**src/design/rom_pkg.sv**
```systemverilog
/*
    ROM access subsystem shared definitions
    Address and data types of the download, slot and bank paths,
    SDRAM offsets of each ROM region and the bank arbiter states
*/
`default_nettype none

package rom_pkg;

    // SDRAM side, one word is 32 bits
    typedef logic [21:0] sdram_addr_t;
    typedef logic [31:0] sdram_data_t;

    // Download side
    typedef logic [21:0] prog_addr_t;
    typedef logic [15:0] prog_data_t;
    typedef logic [24:0] ioctl_addr_t;

    // Game side, bit 0 of the main address picks a half word
    typedef logic [20:0] main_addr_t;
    typedef logic [19:0] gfx_addr_t;

    // Region offsets in SDRAM words
    localparam sdram_addr_t MAIN_BASE = 22'h000000;
    localparam sdram_addr_t GFX_BASE  = 22'h080000;

    typedef enum logic [1:0] {
        ARB_IDLE,
        ARB_WAIT_ACK,
        ARB_WAIT_RDY
    } arb_state_t;

endpackage

`default_nettype wire

```
**src/design/rom_loader.sv**
```systemverilog
/*
    ROM loader
    Packs download bytes into 16-bit program words and keeps each
    word on the prog port until the SDRAM controller takes it
*/
`default_nettype none

module rom_loader import rom_pkg::*; (
    input  logic        clk,
    input  logic        rst_n,
    input  logic        downloading,
    input  ioctl_addr_t ioctl_addr,
    input  logic [7:0]  ioctl_data,
    input  logic        ioctl_wr,
    output prog_addr_t  prog_addr,
    output prog_data_t  prog_data,
    output logic [1:0]  prog_mask,
    output logic        prog_we,
    input  logic        prog_rdy,
    output logic        dwnld_busy
);

    logic [7:0] lo_byte;
    logic       byte_wr;
    logic       word_done;

    assign byte_wr   = downloading && ioctl_wr;
    // The odd byte closes a word
    assign word_done = byte_wr && ioctl_addr[0];

    // Both byte lanes are always written
    assign prog_mask = 2'b00;

    // Busy covers the whole pending write
    assign dwnld_busy = prog_we;

    always_ff @(posedge clk) begin
        if (byte_wr && !ioctl_addr[0]) begin
            lo_byte <= ioctl_data;
        end
        if (word_done) begin
            prog_data <= {ioctl_data, lo_byte};
            prog_addr <= prog_addr_t'(ioctl_addr >> 1);
        end
    end

    always_ff @(posedge clk or negedge rst_n) begin
        if (!rst_n) begin
            prog_we <= 1'b0;
        end else begin
            if (word_done) begin
                prog_we <= 1'b1;
            end else if (prog_we && prog_rdy) begin
                // Accepted, drop on the following edge
                prog_we <= 1'b0;
            end
        end
    end

    // Source must wait for the previous word to be taken
    assert property (@(posedge clk) disable iff (!rst_n)
        dwnld_busy |-> !ioctl_wr)
        else $error("ioctl_wr while the loader is busy");

endmodule

`default_nettype wire

```
**src/design/rom_slot.sv**
```systemverilog
/*
    ROM request slot
    Serves cs/ok reads from a one-word cache of the last SDRAM word
    fetched. A miss raises a request to the bank arbiter and ok comes
    once the word is in the cache. DW 16 returns the half word picked
    by address bit 0, DW 32 returns the whole word.
*/
`default_nettype none

module rom_slot import rom_pkg::*; #(
    parameter int DW = 16
) (
    input  logic        clk,
    input  logic        rst_n,
    input  logic        flush,
    input  logic        cs,
    input  logic [(DW == 16 ? $bits(main_addr_t) : $bits(gfx_addr_t))-1:0] addr,
    output logic [DW-1:0] data,
    output logic        ok,
    output logic        req,
    output sdram_addr_t req_addr,
    input  logic        done,
    input  sdram_data_t rdata
);

    logic [$bits(gfx_addr_t)-1:0] word;
    sdram_addr_t word_addr;
    sdram_addr_t tag;
    sdram_data_t cache_data;
    logic        valid;
    logic        hit;
    logic        fill_hit;
    logic        ok_q;
    logic [$bits(addr)-1:0] addr_q;

    generate
        if (DW == 16) begin : g_half
            assign word = addr[$bits(addr)-1:1];
            // Even address reads the low half
            assign data = addr[0] ? cache_data[31:16] : cache_data[15:0];
        end else begin : g_full
            assign word = addr;
            assign data = cache_data;
        end
    endgenerate

    assign word_addr = ((DW == 16) ? MAIN_BASE : GFX_BASE) + sdram_addr_t'(word);

    assign hit      = valid && (tag == word_addr);
    assign fill_hit = done && (req_addr == word_addr);

    // ok falls at once when cs drops or the address moves
    assign ok = ok_q && cs && (addr == addr_q);

    always_ff @(posedge clk or negedge rst_n) begin
        if (!rst_n) begin
            valid <= 1'b0;
            req   <= 1'b0;
            ok_q  <= 1'b0;
        end else begin
            ok_q <= cs && !flush && (hit || fill_hit);
            if (flush) begin
                valid <= 1'b0;
            end else if (done) begin
                valid <= 1'b1;
            end
            if (done) begin
                req <= 1'b0;
            end else if (cs && !hit && !req) begin
                req <= 1'b1;
            end
        end
    end

    always_ff @(posedge clk) begin
        addr_q <= addr;
        // Address follows the CPU until the request goes out
        if (!req) begin
            req_addr <= word_addr;
        end
        // Words fetched while reloading are thrown away
        if (done && !flush) begin
            tag        <= req_addr;
            cache_data <= rdata;
        end
    end

    // The arbiter answers only a pending request
    assert property (@(posedge clk) disable iff (!rst_n)
        done |-> req)
        else $error("done without a pending request");

endmodule

`default_nettype wire

```
**src/design/bank_arbiter.sv**
```systemverilog
/*
    SDRAM bank arbiter
    Shares one read-only bank between two ROM slots in round-robin
    order, runs the rd/ack/rdy handshake and returns the word read.
    Refresh is allowed whenever the bank sits idle.
*/
`default_nettype none

module bank_arbiter import rom_pkg::*; (
    input  logic        clk,
    input  logic        rst_n,
    input  logic        downloading,
    input  logic        req0,
    input  logic        req1,
    input  sdram_addr_t addr0,
    input  sdram_addr_t addr1,
    output logic        done0,
    output logic        done1,
    output sdram_data_t rdata,
    output sdram_addr_t ba_addr,
    output logic        ba_rd,
    input  logic        ba_ack,
    input  logic        ba_rdy,
    input  sdram_data_t data_read,
    output logic        refresh_en
);

    arb_state_t state;
    logic       last;
    logic       cur;
    logic       pend0;
    logic       pend1;
    logic       pick;
    logic       finish;

    // A slot still shows req in its done cycle
    assign pend0 = req0 && !done0;
    assign pend1 = req1 && !done1;

    // Both waiting, the one not served last wins
    assign pick = (pend0 && pend1) ? ~last : pend1;

    assign finish = ((state == ARB_WAIT_ACK) && ba_ack && ba_rdy) ||
                    ((state == ARB_WAIT_RDY) && ba_rdy);

    assign refresh_en = (state == ARB_IDLE) && !pend0 && !pend1;

    always_ff @(posedge clk or negedge rst_n) begin
        if (!rst_n) begin
            state <= ARB_IDLE;
            ba_rd <= 1'b0;
            last  <= 1'b1;      // slot 0 goes first
            cur   <= 1'b0;
            done0 <= 1'b0;
            done1 <= 1'b0;
        end else begin
            done0 <= 1'b0;
            done1 <= 1'b0;
            case (state)
                ARB_IDLE: begin
                    if (!downloading && (pend0 || pend1)) begin
                        cur   <= pick;
                        ba_rd <= 1'b1;
                        state <= ARB_WAIT_ACK;
                    end
                end
                ARB_WAIT_ACK: begin
                    if (ba_ack) begin
                        ba_rd <= 1'b0;
                        if (!ba_rdy) begin
                            state <= ARB_WAIT_RDY;
                        end
                    end
                end
                ARB_WAIT_RDY: begin
                    // Leaving handled by finish below
                end
                default: state <= ARB_IDLE;
            endcase
            if (finish) begin
                state <= ARB_IDLE;
                last  <= cur;
                done0 <= !cur;
                done1 <= cur;
            end
        end
    end

    always_ff @(posedge clk) begin
        // Address is frozen once the read is out
        if (state == ARB_IDLE) begin
            ba_addr <= pick ? addr1 : addr0;
        end
        if (finish) begin
            rdata <= data_read;
        end
    end

    // Bank must not report data before it took the read
    assert property (@(posedge clk) disable iff (!rst_n)
        (state == ARB_WAIT_ACK) && !ba_ack |-> !ba_rdy)
        else $error("ba_rdy before ba_ack");

endmodule

`default_nettype wire

```
**src/design/game_rom.sv**
```systemverilog
/*
    Game ROM access top level
    Download path into SDRAM plus the main CPU and graphics ROM
    slots sharing bank 0 through the arbiter
*/
`default_nettype none

module game_rom import rom_pkg::*; (
    input  logic        clk,
    input  logic        rst_n,
    // ROM download
    input  logic        downloading,
    input  ioctl_addr_t ioctl_addr,
    input  logic [7:0]  ioctl_data,
    input  logic        ioctl_wr,
    output logic        dwnld_busy,
    output prog_addr_t  prog_addr,
    output prog_data_t  prog_data,
    output logic [1:0]  prog_mask,
    output logic        prog_we,
    input  logic        prog_rdy,
    // Main CPU ROM
    input  logic        main_rom_cs,
    input  main_addr_t  main_rom_addr,
    output logic [15:0] main_rom_data,
    output logic        main_rom_ok,
    // Graphics ROM
    input  logic        rom0_cs,
    input  gfx_addr_t   rom0_addr,
    output logic [31:0] rom0_data,
    output logic        rom0_ok,
    // Bank 0, read only here
    output sdram_addr_t ba_addr,
    output logic        ba_rd,
    input  logic        ba_ack,
    input  logic        ba_rdy,
    input  sdram_data_t data_read,
    output logic        refresh_en
);

    logic        main_req, rom0_req;
    logic        main_done, rom0_done;
    sdram_addr_t main_req_addr, rom0_req_addr;
    sdram_data_t arb_rdata;

    rom_loader u_loader(
        .clk        ( clk           ),
        .rst_n      ( rst_n         ),
        .downloading( downloading   ),
        .ioctl_addr ( ioctl_addr    ),
        .ioctl_data ( ioctl_data    ),
        .ioctl_wr   ( ioctl_wr      ),
        .prog_addr  ( prog_addr     ),
        .prog_data  ( prog_data     ),
        .prog_mask  ( prog_mask     ),
        .prog_we    ( prog_we       ),
        .prog_rdy   ( prog_rdy      ),
        .dwnld_busy ( dwnld_busy    )
    );

    rom_slot #(.DW(16)) u_main_slot(
        .clk        ( clk           ),
        .rst_n      ( rst_n         ),
        .flush      ( downloading   ),
        .cs         ( main_rom_cs   ),
        .addr       ( main_rom_addr ),
        .data       ( main_rom_data ),
        .ok         ( main_rom_ok   ),
        .req        ( main_req      ),
        .req_addr   ( main_req_addr ),
        .done       ( main_done     ),
        .rdata      ( arb_rdata     )
    );

    rom_slot #(.DW(32)) u_rom0_slot(
        .clk        ( clk           ),
        .rst_n      ( rst_n         ),
        .flush      ( downloading   ),
        .cs         ( rom0_cs       ),
        .addr       ( rom0_addr     ),
        .data       ( rom0_data     ),
        .ok         ( rom0_ok       ),
        .req        ( rom0_req      ),
        .req_addr   ( rom0_req_addr ),
        .done       ( rom0_done     ),
        .rdata      ( arb_rdata     )
    );

    bank_arbiter u_arbiter(
        .clk        ( clk           ),
        .rst_n      ( rst_n         ),
        .downloading( downloading   ),
        .req0       ( main_req      ),
        .req1       ( rom0_req      ),
        .addr0      ( main_req_addr ),
        .addr1      ( rom0_req_addr ),
        .done0      ( main_done     ),
        .done1      ( rom0_done     ),
        .rdata      ( arb_rdata     ),
        .ba_addr    ( ba_addr       ),
        .ba_rd      ( ba_rd         ),
        .ba_ack     ( ba_ack        ),
        .ba_rdy     ( ba_rdy        ),
        .data_read  ( data_read     ),
        .refresh_en ( refresh_en    )
    );

endmodule

`default_nettype wire

```
**config.mk**
```make
export PLATFORM = sky130hd
export DESIGN_NAME = game_rom
export DESIGN_NICKNAME = d
export VERILOG_FILES = /design/src/design/rom_pkg.sv /design/src/design/rom_loader.sv /design/src/design/rom_slot.sv /design/src/design/bank_arbiter.sv /design/src/design/game_rom.sv
export SDC_FILE = /design/constraint.sdc
export NUM_CORES = 1
export LEC_CHECK = 0
export ABC_AREA = 1
export ABC_CLOCK_PERIOD_IN_PS = 8910
export BUFFER_PORTS_ARGS = -buffer_cell sky130_fd_sc_hd__buf_4
export CAP_MARGIN = 20
export CORE_ASPECT_RATIO = 0.75
export CORE_UTILIZATION = 50
export CTS_CLUSTER_DIAMETER = 30
export CTS_CLUSTER_SIZE = 30
export DETAILED_ROUTE_END_ITERATION = 8
export PLACE_DENSITY_LB_ADDON = 0.3
export SLEW_MARGIN = 20
export SYNTH_ARGS = -nofsm -noshare
export SYNTH_HDL_FRONTEND = slang
export SYNTH_SLANG_ARGS = --single-unit
```
**constraint.sdc**
```tcl
create_clock -name clk -period 8.91 [get_ports clk]
set_input_delay 0.4455 -clock clk [delete_from_list [all_inputs] [get_ports clk]]
set_output_delay 0.4455 -clock clk [all_outputs]
set_load 0.05 [all_outputs]
```
# Word-level counts from Yosys, hierarchy flattened
# Cells that the tools add are included.
[totals]
regBits = 300
input_bits = 115
out_inout_bits = 116
word_cells = 122
[classes]
add_sub_neg = 1
n_eq_ne = 14
n_mux = 23
bitwise = 1
reduce_logical = 56
[op_table]
columns = ["op", "n"]
rows = [
  ["$eq A21 B21 Y1", 3],
  ["$eq A20 B20 Y1", 3],
  ["$logic_and A1 B1 Y1", 31],
  ["$add A20 B20 Y21 const A", 1],
  ["$mux W20", 1],
  ["$mux W16", 1],
  ["$mux W1", 15],
  ["$reduce_bool A2 Y1", 6],
  ["$logic_not A1 Y1", 11],
  ["$ne A3 B2 Y1 const B", 3],
  ["$mux W2", 4],
  ["$pmux W2 S3", 1],
  ["$logic_or A1 B1 Y1", 4],
  ["$ne A2 B2 Y1 const B", 2],
  ["$reduce_and A4 Y1", 1],
  ["$reduce_and A3 Y1", 1],
  ["$eq A2 B1 Y1 const B", 1],
  ["$eq A2 B2 Y1 const B", 1],
  ["$logic_not A2 Y1", 1],
  ["$ne A2 B1 Y1 const B", 1],
  ["$pmux W1 S2", 1],
  ["$reduce_and A2 Y1", 1],
  ["$not A1 Y1", 1],
]

# Depth between registers and ports, before layout
# Gate-level depths: netlist (run 1).
[depth]
depth_word = 8
depth_mapped = 9
ltp_nobuf = 9

# Modules after synthesis
# Synthesis (run 1) repeated with hierarchy kept, for this count alone.
[unflattened]
cells_unflattened = 899
area_unflattened_um2 = 11319.6
[by_module_without_submodules]
columns = ["mod", "n_inst", "cells_per_inst", "area_each_um2", "seq_area_each_um2"]
rows = [
  ["rom_slot (u_main_slot)", 1, 358, 3873.7, 2657.5],
  ["rom_slot (u_rom0_slot)", 1, 318, 3716.1, 2697.6],
  ["bank_arbiter", 1, 165, 2269.7, 1798.0],
  ["rom_loader", 1, 58, 1460.2, 1406.3],
]

# Worst setup path after synthesis (run 1)
# No wires, ideal clock.
[synth_path]
kind = "in2reg"
start = "input downloading"
end = "register u_rom0_slot.cache_data[0], in the netlist u_rom0_slot.data[0], enable pin"
arrival_ps = 2665
required_ps = 8445
slack_ps = 5780
cell_stages = 1
path_buffers = 0
cell_sequence = "nor2_1"
[synth_between]
elab_chain_len = 2
[synth_rtl]
columns = ["item", "line", "rtl"]
rows = [
  ["from (decl)", "game_rom.sv:12", "input logic downloading,"],
  ["$logic_not A1 Y1", "rom_slot.sv:82", "if (done && !flush) begin"],
  ["$logic_and A1 B1 Y1", "rom_slot.sv:82", ""],
  ["to (signal assigned)", "rom_slot.sv:84", "cache_data <= rdata;"],
  ["to (decl)", "rom_slot.sv:29", "sdram_data_t cache_data;"],
]
# Every way passes these cells.
# A chain may end at the register's enable or synchronous reset.

# Worst setup path in the final report (run 1)
[layout_path]
start = "register u_rom0_slot.req"
end = "output refresh_en"
[layout_between]
elab_chain_len = 3
[layout_rtl]
columns = ["item", "line", "rtl"]
rows = [
  ["from (decl)", "rom_slot.sv:20", "output logic req,"],
  ["from (signal assigned)", "rom_slot.sv:58", "req <= 1'b0;"],
  ["from (signal assigned)", "rom_slot.sv:68", "req <= 1'b0;"],
  ["from (signal assigned)", "rom_slot.sv:70", "req <= 1'b1;"],
  ["$logic_and A1 B1 Y1", "bank_arbiter.sv:38", "assign pend1 = req1 && !done1;"],
  ["$logic_not A1 Y1", "bank_arbiter.sv:46", "assign refresh_en = (state == ARB_IDLE) && !pend0 && !pend1;"],
  ["$logic_and A1 B1 Y1", "bank_arbiter.sv:46", ""],
  ["to (decl)", "game_rom.sv:38", "output logic refresh_en"],
]
# Every way passes these cells.

==> results.md, run 1 <==
Timing:
- The number of hold-slack violations in the final timing report is 0.
- The final-layout setup total negative slack is 0 ps.
- Setup repair after global routing left no endpoint under its margin.
- The max-slew violation count came to 0.
- The share of the cycle needed by the critical path after routing is 0.306.
- Setup violations remaining at the end of the flow were counted as 0.
- The slew at the pin closest to its max-slew limit is 933 ps.
- Subtracting the final worst setup slack from the clock period gives 2730 ps.
- In this run the tightest slew margin relative to its limit is 0.377.
- The clock arrives with 18.4 ps of skew.
- The highest attainable clock frequency is 367 MHz.

Layout:
- Summing all flip-flop and latch instances after layout gives 8530 um2.
- The finished layout holds 1532 standard cells, fillers aside.
- The filler cells instantiated in the layout total 1606.
- The area used by multi-input combinational logic is 2200 um2.
- After the last flow step, the layout net total stands at around 1300.
- The area growth from synthesis to layout is 32.9%.
- The share of final-layout standard cells stronger than drive strength 1 is 0.290.
- The number of antenna diodes in the final layout is 0.

Detailed routing:
- The remaining number of nets flagged by the antenna check after routing is 0.
- The post-route DRC violation count is 0.
- The initial detailed-routing violation count is 657.
- The total wirelength of the detailed-routed design is between 20 and 30 mm.
- The routed length per placed instance is 16.8 um.
- Before antenna repair, the detailed router went through 5 iterations.
- The total number of vias is 7491.
- The average vias per placed instance is roughly 4.9.

Floorplan:
- The floorplan step defined a core boundary enclosing 22100 um2.
- The die outline area is 23000 um2.
- The initial core utilization is 0.508.
- The top-level port count is 231.
- Row generation in the floorplan step produced 47 rows.
- The chip width is 175 um.
- The height of the die is around 130 um.

Power:
- Summed over all cells, the static leakage comes to approximately 0.0063 uW.
- The analysis attributes to net switching a power of 1200 uW.
- The power density relative to cell area is 288 nW/um2.
- The largest voltage drop on the vdd net is ~170 uV.
- The portion of total power attributed to combinational logic is 0.158.
- The power share of the clock group is 0.429.
- The sequential group share of total power is 0.412.
- The internal power of the cells totals 3090 uW.
- The switching share of power is 0.279.
- The total power is 4290 uW.

CTS:
- Post-CTS timing repair inserted 0 buffers for setup.
- The number of gates resized after CTS was 0.
- The CTS tree is done.
- Clock tree synthesis selected as its root buffer the cell clkbuf_16.
- The number of clock buffers inserted by TritonCTS is 47.
- The clock passes through at most 3 buffers.
- Counting every sink on the clock net gives 300.
- The insertion delay to the later sink of the worst-skew pair is between 500 and 600 ps.
- Buffers inserted to repair hold after CTS numbered 1.
- The clock transition time at the flip-flop clock pins of the worst setup and hold paths is approximately 50 ps.
- In this run the number of H-tree levels came out at 2.

Worst hold path:
- The worst min-delay path category is input pin to flip-flop.
- The worst hold path cell count is 1.
- The worst hold path terminates at u_main_slot.addr_q[9]$_DFF_P_.
- In this run the most critical hold path is launched from main_rom_addr[9].

Critical path:
- The kind of critical path is flip-flop to output pin.
- The launch instance of the worst register-to-register path is u_main_slot.req$_DFFE_PN0P_.
- Across all register-to-register paths, the minimum setup slack is 6630 ps.
- Counting stages on the worst path, the most repeated cell is inv_1.
- The slowest cell on the critical path is inv_1.
- The cell count of the worst reg-to-reg path is 6.
- Data on the critical path arrives at its endpoint at 2280 ps.
- The worst setup path is captured at an output pin.
- The startpoint type of the worst setup path is a flip-flop.
- The required time of the critical path is around 8500 ps.
- In this run the worst path has a maximum fanout of 22.
- Traced cell by cell, the critical path runs through inv_1, nor2_1, inv_1, nand2_1, nor3_1, buf_4.
- The endpoint of the most critical register-to-register path is u_arbiter.ba_addr[19]$_DFFE_PP_.
- The largest single stage delay on the critical path is 660 ps.

Global routing:
- The number of antenna violations at the first check in global routing is 0.
- The number of global-route vias before repair is between 7000 and 8000.
- The first global-routing pass estimated 40.2 mm of wire.
- In the global route stage, overall resource usage came out at 0.230.
- Entering global routing, the biggest net connects 54 pins.
- After global routing the overflow that remains totals 0.

Outcome:
- The flow ran to the end, and the final reports show no timing, DRC or antenna violations.

Synthesis:
- After synthesis the netlist holds a flip-flop and latch count of 300.
- The synthesized area per cell is 12.1 um2.
- The Yosys warning count is 0.
- Synthesis handed over a netlist of a little over 900 instances.
- The total standard cell area after synthesis is 11200 um2.
- Of the synthesized area, sequential elements account for 0.761.
- The synthesized netlist contains 32 unique library cells.

Placed design:
- The half-perimeter wire length after placement is 17.7 mm.
- The final estimated routing congestion in global placement is roughly 0.85.
- Including well taps, the total number of placed cells is 1442.
- During placement, the flow inserted port buffers numbering 225.

Flow run:
- The tool flagged a number of max-cap violations equal to 0.
-- final cells by class --
type                       instances  area share
clock buffer                      59      0.0862
clock inverter                    29      0.0232
timing repair buffer             230       0.117
sequential                       300       0.572
tap                              294      0.0247
inverter                         116      0.0292
multi-input combinational        504       0.148
-- per-layer routing --
layer	vias to the layer above	global-route usage	wire, um
li1	3630	-	-
met1	3578	0.312	10900
met2	256	0.376	12600
met3	27	0.0457	1890
met4	0	0.0652	365
met5	-	0	0
-- Yosys cell counts, drive strengths merged --
library cell  instances  area share
xor2                  4      0.0031
o31ai                 1     0.00067
nor3b                 1      0.0011
dfstp                 1      0.0023
xnor2                14       0.011
o21ai                56       0.025
nand2               298        0.10
nand3                18      0.0085
a22o                  2      0.0016
dfxtp                41       0.073
inv                 115       0.039
conb                  1     0.00033
o211ai                4      0.0027
edfxtp              245        0.66
o22ai                 5      0.0028
a21oi                 6      0.0033
a221oi                1     0.00078
or2                   1     0.00056
buf                  11      0.0062
nor3                  1     0.00045
o21a                  2      0.0013
clkinv                1     0.00033
dfrtp                13       0.029
nor2                 85       0.030
nand4                 2      0.0011
-- through the flow --
step	hold WS (ps)	area, um2	setup WS [ps]	util
after floorplan	150	11200	5780	-
after global placement	313	13200	6650	0.601
after detailed placement	316	13200	6620	0.601
after CTS	24.6	14900	6150	0.675
after global routing	24.3	14900	6080	0.676
final	40.6	14900	6180	0.676
-- worst max-delay path, delay by kind of cell (launching register included) --
family | cells | cell delay (ps)
flip-flops | 1 | 360
buffers and inverters | 3 | 1010
AND/OR/NAND/NOR | 3 | 380
-- worst max-delay path by stage --
| stage | from | end | slack, ps | depth (start not counted) |
|---|---|---|---|---|
| 2_1_floorplan | downloading | u_rom0_slot.data[0]$_DFFE_PP_ | 5780 | 1 |
| 3_3_place_gp | u_rom0_slot.req$_DFFE_PN0P_ | u_arbiter.ba_addr[7]$_DFFE_PP_ | 6650 | 4 |
| 3_5_place_dp | u_main_slot.req$_DFFE_PN0P_ | u_arbiter.ba_addr[7]$_DFFE_PP_ | 6620 | 6 |
| 4_1_cts | u_rom0_slot.req$_DFFE_PN0P_ | refresh_en | 6150 | 6 |
| 5_1_grt | u_main_slot.req$_DFFE_PN0P_ | refresh_en | 6080 | 6 |
| 6_report | u_rom0_slot.req$_DFFE_PN0P_ | refresh_en | 6180 | 6 |
-- layout by cell type (no fill, tap or decap), drive strengths merged, types with 2 or more instances in the layout --
cell type    n
a21oi        6
a22o         2
buf        229
bufinv       6
clkbuf      59
clkinv      15
clkinvlp     5
conb         3
dfrtp       13
dfxtp       41
edfxtp     245
inv        119
nand2      298
nand3       18
nand4        2
nor2        85
o211ai       4
o21a         2
o21ai       56
o22ai        5
xnor2       14
xor2         4
-- cell families after synthesis --
kind of cell	share of synthesized area
other	0.000335
XOR/XNOR	0.0141
AO/OA/AOI/OAI	0.0382
buffers and inverters	0.0451
AND/OR/NAND/NOR	0.142
flip-flops	0.761
-- power by group through the flow --
stage / Sequential, uW / Combinational [uW] / Clock, uW
floorplan: 2000 / 225 / 0
global placement: 1790 / 666 / 0
detailed placement: 1790 / 675 / 0
CTS: 1770 / 679 / 1870
global route: 1780 / 726 / 1930
finish: 1770 / 680 / 1840
-- flip-flops by register name, indices dropped and copies added, names as in the netlist, 2 cells and up --
signal,count
u_loader.prog_addr,22
u_loader.prog_data,16
u_main_slot.cache_data,32
u_arbiter.ba_addr,21
u_arbiter.rdata,32
u_rom0_slot.req_addr,21
u_rom0_slot.addr_q,20
u_loader.lo_byte,8
u_rom0_slot.tag,21
u_rom0_slot.data,32
u_main_slot.tag,20
u_main_slot.addr_q,21
u_arbiter.state,2
u_main_slot.req_addr,20
Power figures use the tool's default switching activity.
==> run 2, diff against run 1 <==
--- a/config.mk
+++ b/config.mk
@@ -6,7 +6,7 @@
 export NUM_CORES = 1
 export LEC_CHECK = 0
 export ABC_AREA = 1
-export ABC_CLOCK_PERIOD_IN_PS = 8910
+export ABC_CLOCK_PERIOD_IN_PS = 2850
 export BUFFER_PORTS_ARGS = -buffer_cell sky130_fd_sc_hd__buf_4
 export CAP_MARGIN = 20
 export CORE_ASPECT_RATIO = 0.75
==> constraint.sdc (replaced) <==
create_clock -name clk -period 2.85 [get_ports clk]
set_input_delay 0.1425 -clock clk [delete_from_list [all_inputs] [get_ports clk]]
set_output_delay 0.1425 -clock clk [all_outputs]
set_load 0.05 [all_outputs]
==> results.md, run 2 (synthesized netlist as in run 1, its figures left out) <==
Timing:
- The worst clock skew is 9.30 ps (-9.14 ps).
- Dividing the final minimum period by the clock period gives 0.730.
- The final count of negative-setup-slack endpoints is 0 (unchanged).
- The headroom to the max-slew limit is 0.478 (+0.101).
- The number of hold-slack violations in the final timing report is 0 (unchanged).
- The slew at the pin closest to its max-slew limit is 780 ps (-153 ps).
- The worst hold-check slack is 14.3 ps (-26.3 ps).
- Setup repair after global routing left no endpoint under its margin.
- The highest attainable clock frequency is 480 MHz.
- The least setup slack across all paths after layout is 769 ps (-5410 ps).
- The max-slew violation count is 0 (unchanged).
- The final period demand of the worst path is 2080 ps.
- The final-layout setup total negative slack is 0 ps (unchanged).

Floorplan:
- The top-level port count is 231 (unchanged).
- The placeable core area is 22100 um2 (unchanged).
- The chip width came to 175 um (unchanged).
- The die outline area came to 23000 um2 (unchanged).
- The number of standard-cell rows in the floorplan is 47 (unchanged).
- The initial core utilization is 0.508 (unchanged).
- The height of the die is 132 um (unchanged).

CTS:
- The depth of the CTS H-tree is 2 (unchanged).
- The clock transition time at the flip-flop clock pins of the worst setup and hold paths is 60 ps (about the same).
- The number of clock buffers inserted by TritonCTS was 45 (-4.3%).
- The maximum buffer depth of the clock tree is 3 (unchanged).
- The number of clock sinks seen by CTS is 300 (unchanged).
- The insertion delay to the later sink of the worst-skew pair was 530 ps (about the same).
- The hold buffer count at cts came to 110 (+109).
- The number of cells upsized or downsized after cts came to 0 (unchanged).
- The number of buffers added for setup after CTS came to 0 (unchanged).
- TritonCTS built the clock tree.
- The root buffer cell chosen for the clock tree is clkbuf_16.

Global routing:
- The total overflow reported by the global router is 0 (unchanged).
- The pin count of the biggest net entering global routing is 54 (unchanged).
- The number of antenna violations at the first check in global routing is 1 (+1).
- The total routing resource utilization after global routing is 0.247 (+0.0178).
- The wire length of the first global-routing pass is 43.0 mm (+6.9%).
- The number of global-route vias before repair is 8108 (+8.5%).

Critical path:
- The signal arrival time at the worst endpoint is 1940 ps (-340 ps).
- The required time of the critical path is 2710 ps (-5750 ps).
- STA classifies the critical path endpoint as an output pin.
- The kind of critical path is flip-flop to output pin.
- The top fanout value on the critical path is 22 (unchanged).
- The startpoint type of the worst setup path is a flip-flop.

Detailed routing:
- The routed length per placed instance is 17.1 um (+1.8%).
- The initial detailed-routing violation count is 633 (-3.7%).
- The post-route DRC violation count is 0 (unchanged).
- The total number of vias is 8087 (+8.0%).
- The total wirelength of the detailed-routed design came to 28.2 mm (+9.1%).
- The remaining number of nets flagged by the antenna check after routing came to 0 (unchanged).
- The average vias per placed instance came to 4.93 (+0.72%).
- The total iterations of the first detailed-routing run came to 5 (unchanged).

Power:
- The largest voltage drop on the vdd net is 543 uV (+230%).
- The power share of the clock group is 0.419 (-0.010).
- The switching share of power is 0.287 (+0.00742).
- The net switching power figure was 3860 uW (+220%).
- The power density relative to cell area is 843 nW/um2 (+190%).
- The portion of total power attributed to combinational logic is 0.170 (+0.012).
- The internal power component is 9600 uW (+210%).
- The sequential group share of total power came to 0.411 (about the same).
- The static leakage is 0.00679 uW (+7.2%).
- The total power came to 13500 uW (+210%).

Placed design:
- The total of buffers placed on input and output ports is 225 (unchanged).
- The half-perimeter wire length after placement was 17.7 mm (-0.11%).
- The final estimated routing congestion in global placement came to 0.853 (+0.83%).
- The placement-stage worst setup slack is 1070 ps (-5550 ps).

Layout:
- In the layout the commonest cells are 296 x nand2_1, 245 x edfxtp_1, 232 x buf_4, 110 x dlygate4sd3_1.
- The library cell used most frequently in the layout, excluding fill and tap cells, is nand2_1.
- The count of nets after finishing is 1425 (+8.4%).
- The area growth from synthesis to layout is 42.4%.
- The share of final-layout standard cells stronger than drive strength 1 is 0.271 (-0.0190).

Worst hold path:
- The worst hold path belongs to the class input pin to async pin.

Flow run:
- The count of maximum capacitance violations is 0 (unchanged).

Outcome:
- The run finished with clean final reports.
## run 2: cell count changes in the layout (fill, tap and decap cells not counted)
cell / before / now
clkbuf_1: 8 / 3
inv_8: 0 / 1
buf_8: 1 / 0
clkinv_8: 1 / 0
clkinv_1: 4 / 3
diode_2: 0 / 1
buf_4: 228 / 232
dlygate4sd3_1: 1 / 110
clkinv_2: 6 / 9
inv_6: 4 / 7
buf_12: 0 / 1
clkbuf_8: 2 / 0
clkbuf_16: 49 / 47
## run 2: stage by stage
step	cell area, um2	cells	util
2_1_floorplan	11200	931	-
3_3_place_gp	13300	1447	0.603
3_5_place_dp	13300	1447	0.603
4_1_cts	16000	1641	0.724
5_1_grt	16000	1642	0.724
6_report	16000	1642	0.724
## run 2: layout make-up
type | instances | area (um2)
diodes | 1 | 2.50
clock buffers | 50 | 1190
clock inverters | 34 | 378
fillers | 1414 | 6090
inverters | 116 | 435
multi-input cells | 504 | 2200
flip-flops and latches | 300 | 8530
well taps | 294 | 368
repair buffers | 343 | 2860
## run 2: final timing paths
check,start,end,slack [ps],depth (start not counted)
max in group asynchronous,rst_n,u_arbiter.last$_DFFE_PN1N_,2590,2
worst max-delay path,u_rom0_slot.req$_DFFE_PN0P_,refresh_en,770,7
worst min register to register,u_loader.lo_byte[0]$_DFFE_PP_,u_loader.prog_data[0]$_DFFE_PP_,420,0
worst min-delay path,rst_n,u_arbiter.cur$_DFFE_PN0P_,10,2
min in group clk,downloading,u_main_slot.ok_q$_DFF_PN0_,70,4
worst max register to register,u_rom0_slot.req$_DFFE_PN0P_,u_arbiter.ba_addr[14]$_DFFE_PP_,1010,6
## run 2: power groups by stage
stage	clock network, uW	logic [uW]	registers [uW]
floorplan	0	704	6260
global placement	0	2090	5580
detailed placement	0	2130	5600
CTS	5670	2260	5520
global route	5880	2420	5570
finish	5640	2290	5540
## run 2: worst max-delay path: stages (launching register included)
cell and delay, ps:
dfrtp_1 350, inv_1 50, buf_4 300, nor2_1 110, inv_1 90, nand2_1 70, nor3_1 190, buf_4 250
## run 2: metal layers
layer | part of all wire | vias up | global-route usage
li1 | - | 3851 | -
met1 | 0.41 | 3861 | 0.327
met2 | 0.50 | 318 | 0.405
met3 | 0.063 | 57 | 0.0472
met4 | 0.029 | 0 | 0.0966
met5 | 0 | - | 0
==> run 3, diff against run 2 <==
--- a/config.mk
+++ b/config.mk
@@ -6,7 +6,7 @@
 export NUM_CORES = 1
 export LEC_CHECK = 0
 export ABC_AREA = 1
-export ABC_CLOCK_PERIOD_IN_PS = 2850
+export ABC_CLOCK_PERIOD_IN_PS = 2000
 export BUFFER_PORTS_ARGS = -buffer_cell sky130_fd_sc_hd__buf_4
 export CAP_MARGIN = 20
 export CORE_ASPECT_RATIO = 0.75
==> constraint.sdc (replaced) <==
create_clock -name clk -period 2 [get_ports clk]
set_input_delay 0.1 -clock clk [delete_from_list [all_inputs] [get_ports clk]]
set_output_delay 0.1 -clock clk [all_outputs]
set_load 0.05 [all_outputs]
==> results.md, run 3 (synthesized netlist as in run 1, its figures left out) <==
Detailed routing:
- The initial detailed-routing violation count is 739 (+17%).
- The post-route DRC violation count is 0 (unchanged).
- The total wirelength of the detailed-routed design is 27.2 mm (-3.6%).
- The average vias per placed instance is 4.86 (-1.3%).
- The total iterations of the first detailed-routing run is 5 (unchanged).
- The total number of vias is 7977 (-1.4%).
- The routed length per placed instance is 16.5 um (-3.5%).
- The remaining number of nets flagged by the antenna check after routing was 0 (unchanged).

Power:
- The net switching power figure is 5480 uW (+42%).
- The static leakage was 0.00678 uW (-0.25%).
- The switching share of power is 0.292 (+0.00532).
- The internal power component is 13300 uW (+38%).
- The power density relative to cell area is 1170 nW/um2 (+39%).
- The largest voltage drop on the vdd net is 655 uV (+21%).
- The total power is 18700 uW (+39%).
- The sequential group share of total power came to 0.420 (+0.009).
- The power share of the clock group is 0.404 (-0.015).
- The portion of total power attributed to combinational logic was 0.176 (+0.006).

CTS:
- The number of clock buffers inserted by TritonCTS is 44 (-2.2%).
- The root buffer cell chosen for the clock tree is clkbuf_16.
- The number of clock sinks seen by CTS is 300 (unchanged).
- The number of buffers added for setup after CTS is 0 (unchanged).
- The clock transition time at the flip-flop clock pins of the worst setup and hold paths was 60 ps (about the same).
- The CTS tree is done.
- The insertion delay to the later sink of the worst-skew pair is 540 ps (about the same).
- The depth of the CTS H-tree is 2 (unchanged).
- The maximum buffer depth of the clock tree is 3 (unchanged).

Floorplan:
- The initial core utilization came to 0.508 (unchanged).
- The die outline area is 23000 um2 (unchanged).
- The chip width is 175 um (unchanged).
- The top-level port count is 231 (unchanged).
- The number of standard-cell rows in the floorplan is 47 (unchanged).
- The placeable core area was 22100 um2 (unchanged).
- The height of the die is 132 um (unchanged).

Global routing:
- The global-route met3 utilization is 0.0443 (-0.00289).
- The number of antenna violations at the first check in global routing came to 0 (-1).
- The global-route met1 utilization was 0.328 (+0.00112).
- The pin count of the biggest net entering global routing is 54 (unchanged).
- The number of global-route vias before repair is 7805 (-3.7%).
- The total routing resource utilization after global routing came to 0.237 (-0.0100).
- The global-route met2 utilization is 0.378 (-0.0269).
- The wire length of the first global-routing pass was 41.4 mm (-3.7%).
- The most utilized layer in the global route result is met2.
- The total overflow reported by the global router was 0 (unchanged).

Timing:
- After layout, the minimum clock period comes to 1870 ps.
- The number of hold-slack violations in the final timing report is 0 (unchanged).
- Setup repair after global routing left no endpoint under its margin.
- The max-slew violation count is 0 (unchanged).
- Derived from the worst setup path, the maximum achievable clock frequency is about 530 MHz.
- The least setup slack across all paths after layout is 128 ps (-641 ps).
- The slew at the pin closest to its max-slew limit came to 836 ps (+56.0 ps).
- The final-layout setup total negative slack is 0 ps (unchanged).
- The final count of negative-setup-slack endpoints was 0 (unchanged).
- The headroom to the max-slew limit is 0.441 (-0.0375).
- The share of the cycle needed by the critical path after routing is 0.936.
- The worst clock skew was 27.6 ps (+18.3 ps).

Placed design:
- The total of buffers placed on input and output ports is 225 (unchanged).
- The placement-stage worst setup slack is 521 ps (-545 ps).
- The half-perimeter wire length after placement was 17.8 mm (+0.71%).
- The final estimated routing congestion in global placement is 0.887 (+3.9%).

Critical path:
- The slowest stage of the critical path belongs to the cell dlygate4sd3_1.
- The required time of the critical path is 1900 ps (-810 ps).
- By instance count, the cell type seen most on the critical path is nor2_1.
- The worst setup path is of the input pin to output pin kind.
- The source of the critical timing path is main_rom_addr[5].
- The signal arrival time at the worst endpoint is 1770 ps (-170 ps).
- The signal on the critical path passes through dlygate4sd3_1, buf_4, inv_1, o21ai_0, nor2_1, nand2_1, nor2_1, nand2_1, nor2_1, buf_6.
- The maximum single-stage delay on the critical path is 550 ps (+200 ps).
- The top fanout value on the critical path is 5 (-77%).
- The startpoint type of the worst setup path is an input pin.
- The element type at the critical path end is an output pin.
- The worst register-to-register path begins at u_arbiter.state[1]$_DFFE_PN0P_.

Worst hold path:
- The startpoint identified for the worst hold timing path is downloading.
- The worst min-delay path category is input pin to flip-flop.

Layout:
- In the layout the commonest cells are 296 x nand2_1, 245 x edfxtp_1, 230 x buf_4, 112 x dlygate4sd3_1.
- The antenna diode instance count is 0 (-1).
- The count of nets after finishing is 1428 (+0.21%).
- The final-layout fill cell count is 1454 (+2.8%).
- The post-synthesis to final-layout area growth came to 42.3% (about the same).
- The most common library cell in the layout ignoring fill and taps is nand2_1.
- The share of final-layout standard cells stronger than drive strength 1 is 0.270 (-0.000742).

Outcome:
- The run finished with clean final reports.

Flow run:
- The count of maximum capacitance violations is 0 (unchanged).
==> run 3: cell types whose count changed in the layout (fill, tap and decap cells not counted), moves of 2 or more <==
cell and change:
clkinv_4 +3, clkinv_2 -4, bufinv_16 -2, buf_4 -2, dlygate4sd3_1 +2, buf_12 +3
clkbuf_16 -3
==> run 3: worst paths after layout <==
path,to,cells past startpoint,slack [ps]
setup / recovery,main_rom_ok,10,130
hold / removal,u_rom0_slot.valid$_DFFE_PN0P_,3,40
setup reg to reg,u_arbiter.rdata[29]$_DFFE_PN_,6,490
hold reg to reg,u_loader.prog_data[5]$_DFFE_PP_,0,410
max in group asynchronous,u_main_slot.valid$_DFFE_PN0P_,3,770
min in group asynchronous,u_arbiter.last$_DFFE_PN1N_,2,100
==> run 3: through the flow <==
step	utilization	hold WS, ps	instance area, um2	cells
after global routing	0.724	39.9	16000	1641
after floorplan	-	-196	11200	931
after detailed placement	0.606	-29.1	13400	1449
final	0.724	41.6	16000	1641
after CTS	0.723	16.8	16000	1641
after global placement	0.606	-30.3	13400	1449
==> run 3: cell type report <==
cell class              instances  area (um2)  share of cell area
clock inverters                34         369              0.0231
flip-flops and latches        300        8530               0.535
repair buffers                347        2940               0.184
well taps                     294         368              0.0231
clock buffers                  46        1110              0.0695
multi-input cells             504        2210               0.138
inverters                     116         435              0.0273
==> run 3: per-layer routing <==
metal	wire, um	vias to the layer above
met2	13200	311
met5	0	-
met4	663	0
met1	11500	3767
li1	-	3851
met3	1770	48
==> run 3: timing repair <==
| action | 4_1_cts | 5_1_grt |
|---|---|---|
| endpoints found under the hold margin | 176 | 0 |
| hold buffers | 112 | 0 |
| gates resized for setup | 0 | 1 |
| endpoints found under the setup margin | 0 | 1 |
==> run 3: worst max-delay path: cells and delay by family <==
family / cells / cell delay (ps)
buffers and inverters: 4 / 1020
AO/OA/AOI/OAI: 1 / 130
AND/OR/NAND/NOR: 5 / 530
==> run 3: power by group through the flow <==
stage	logic, uW	clock network (uW)	registers (uW)
2_1_floorplan	1010	0	8930
3_3_place_gp	3050	0	7950
3_5_place_dp	3100	0	7980
4_1_cts	3300	7640	7860
5_1_grt	3500	7940	7920
6_report	3300	7580	7870
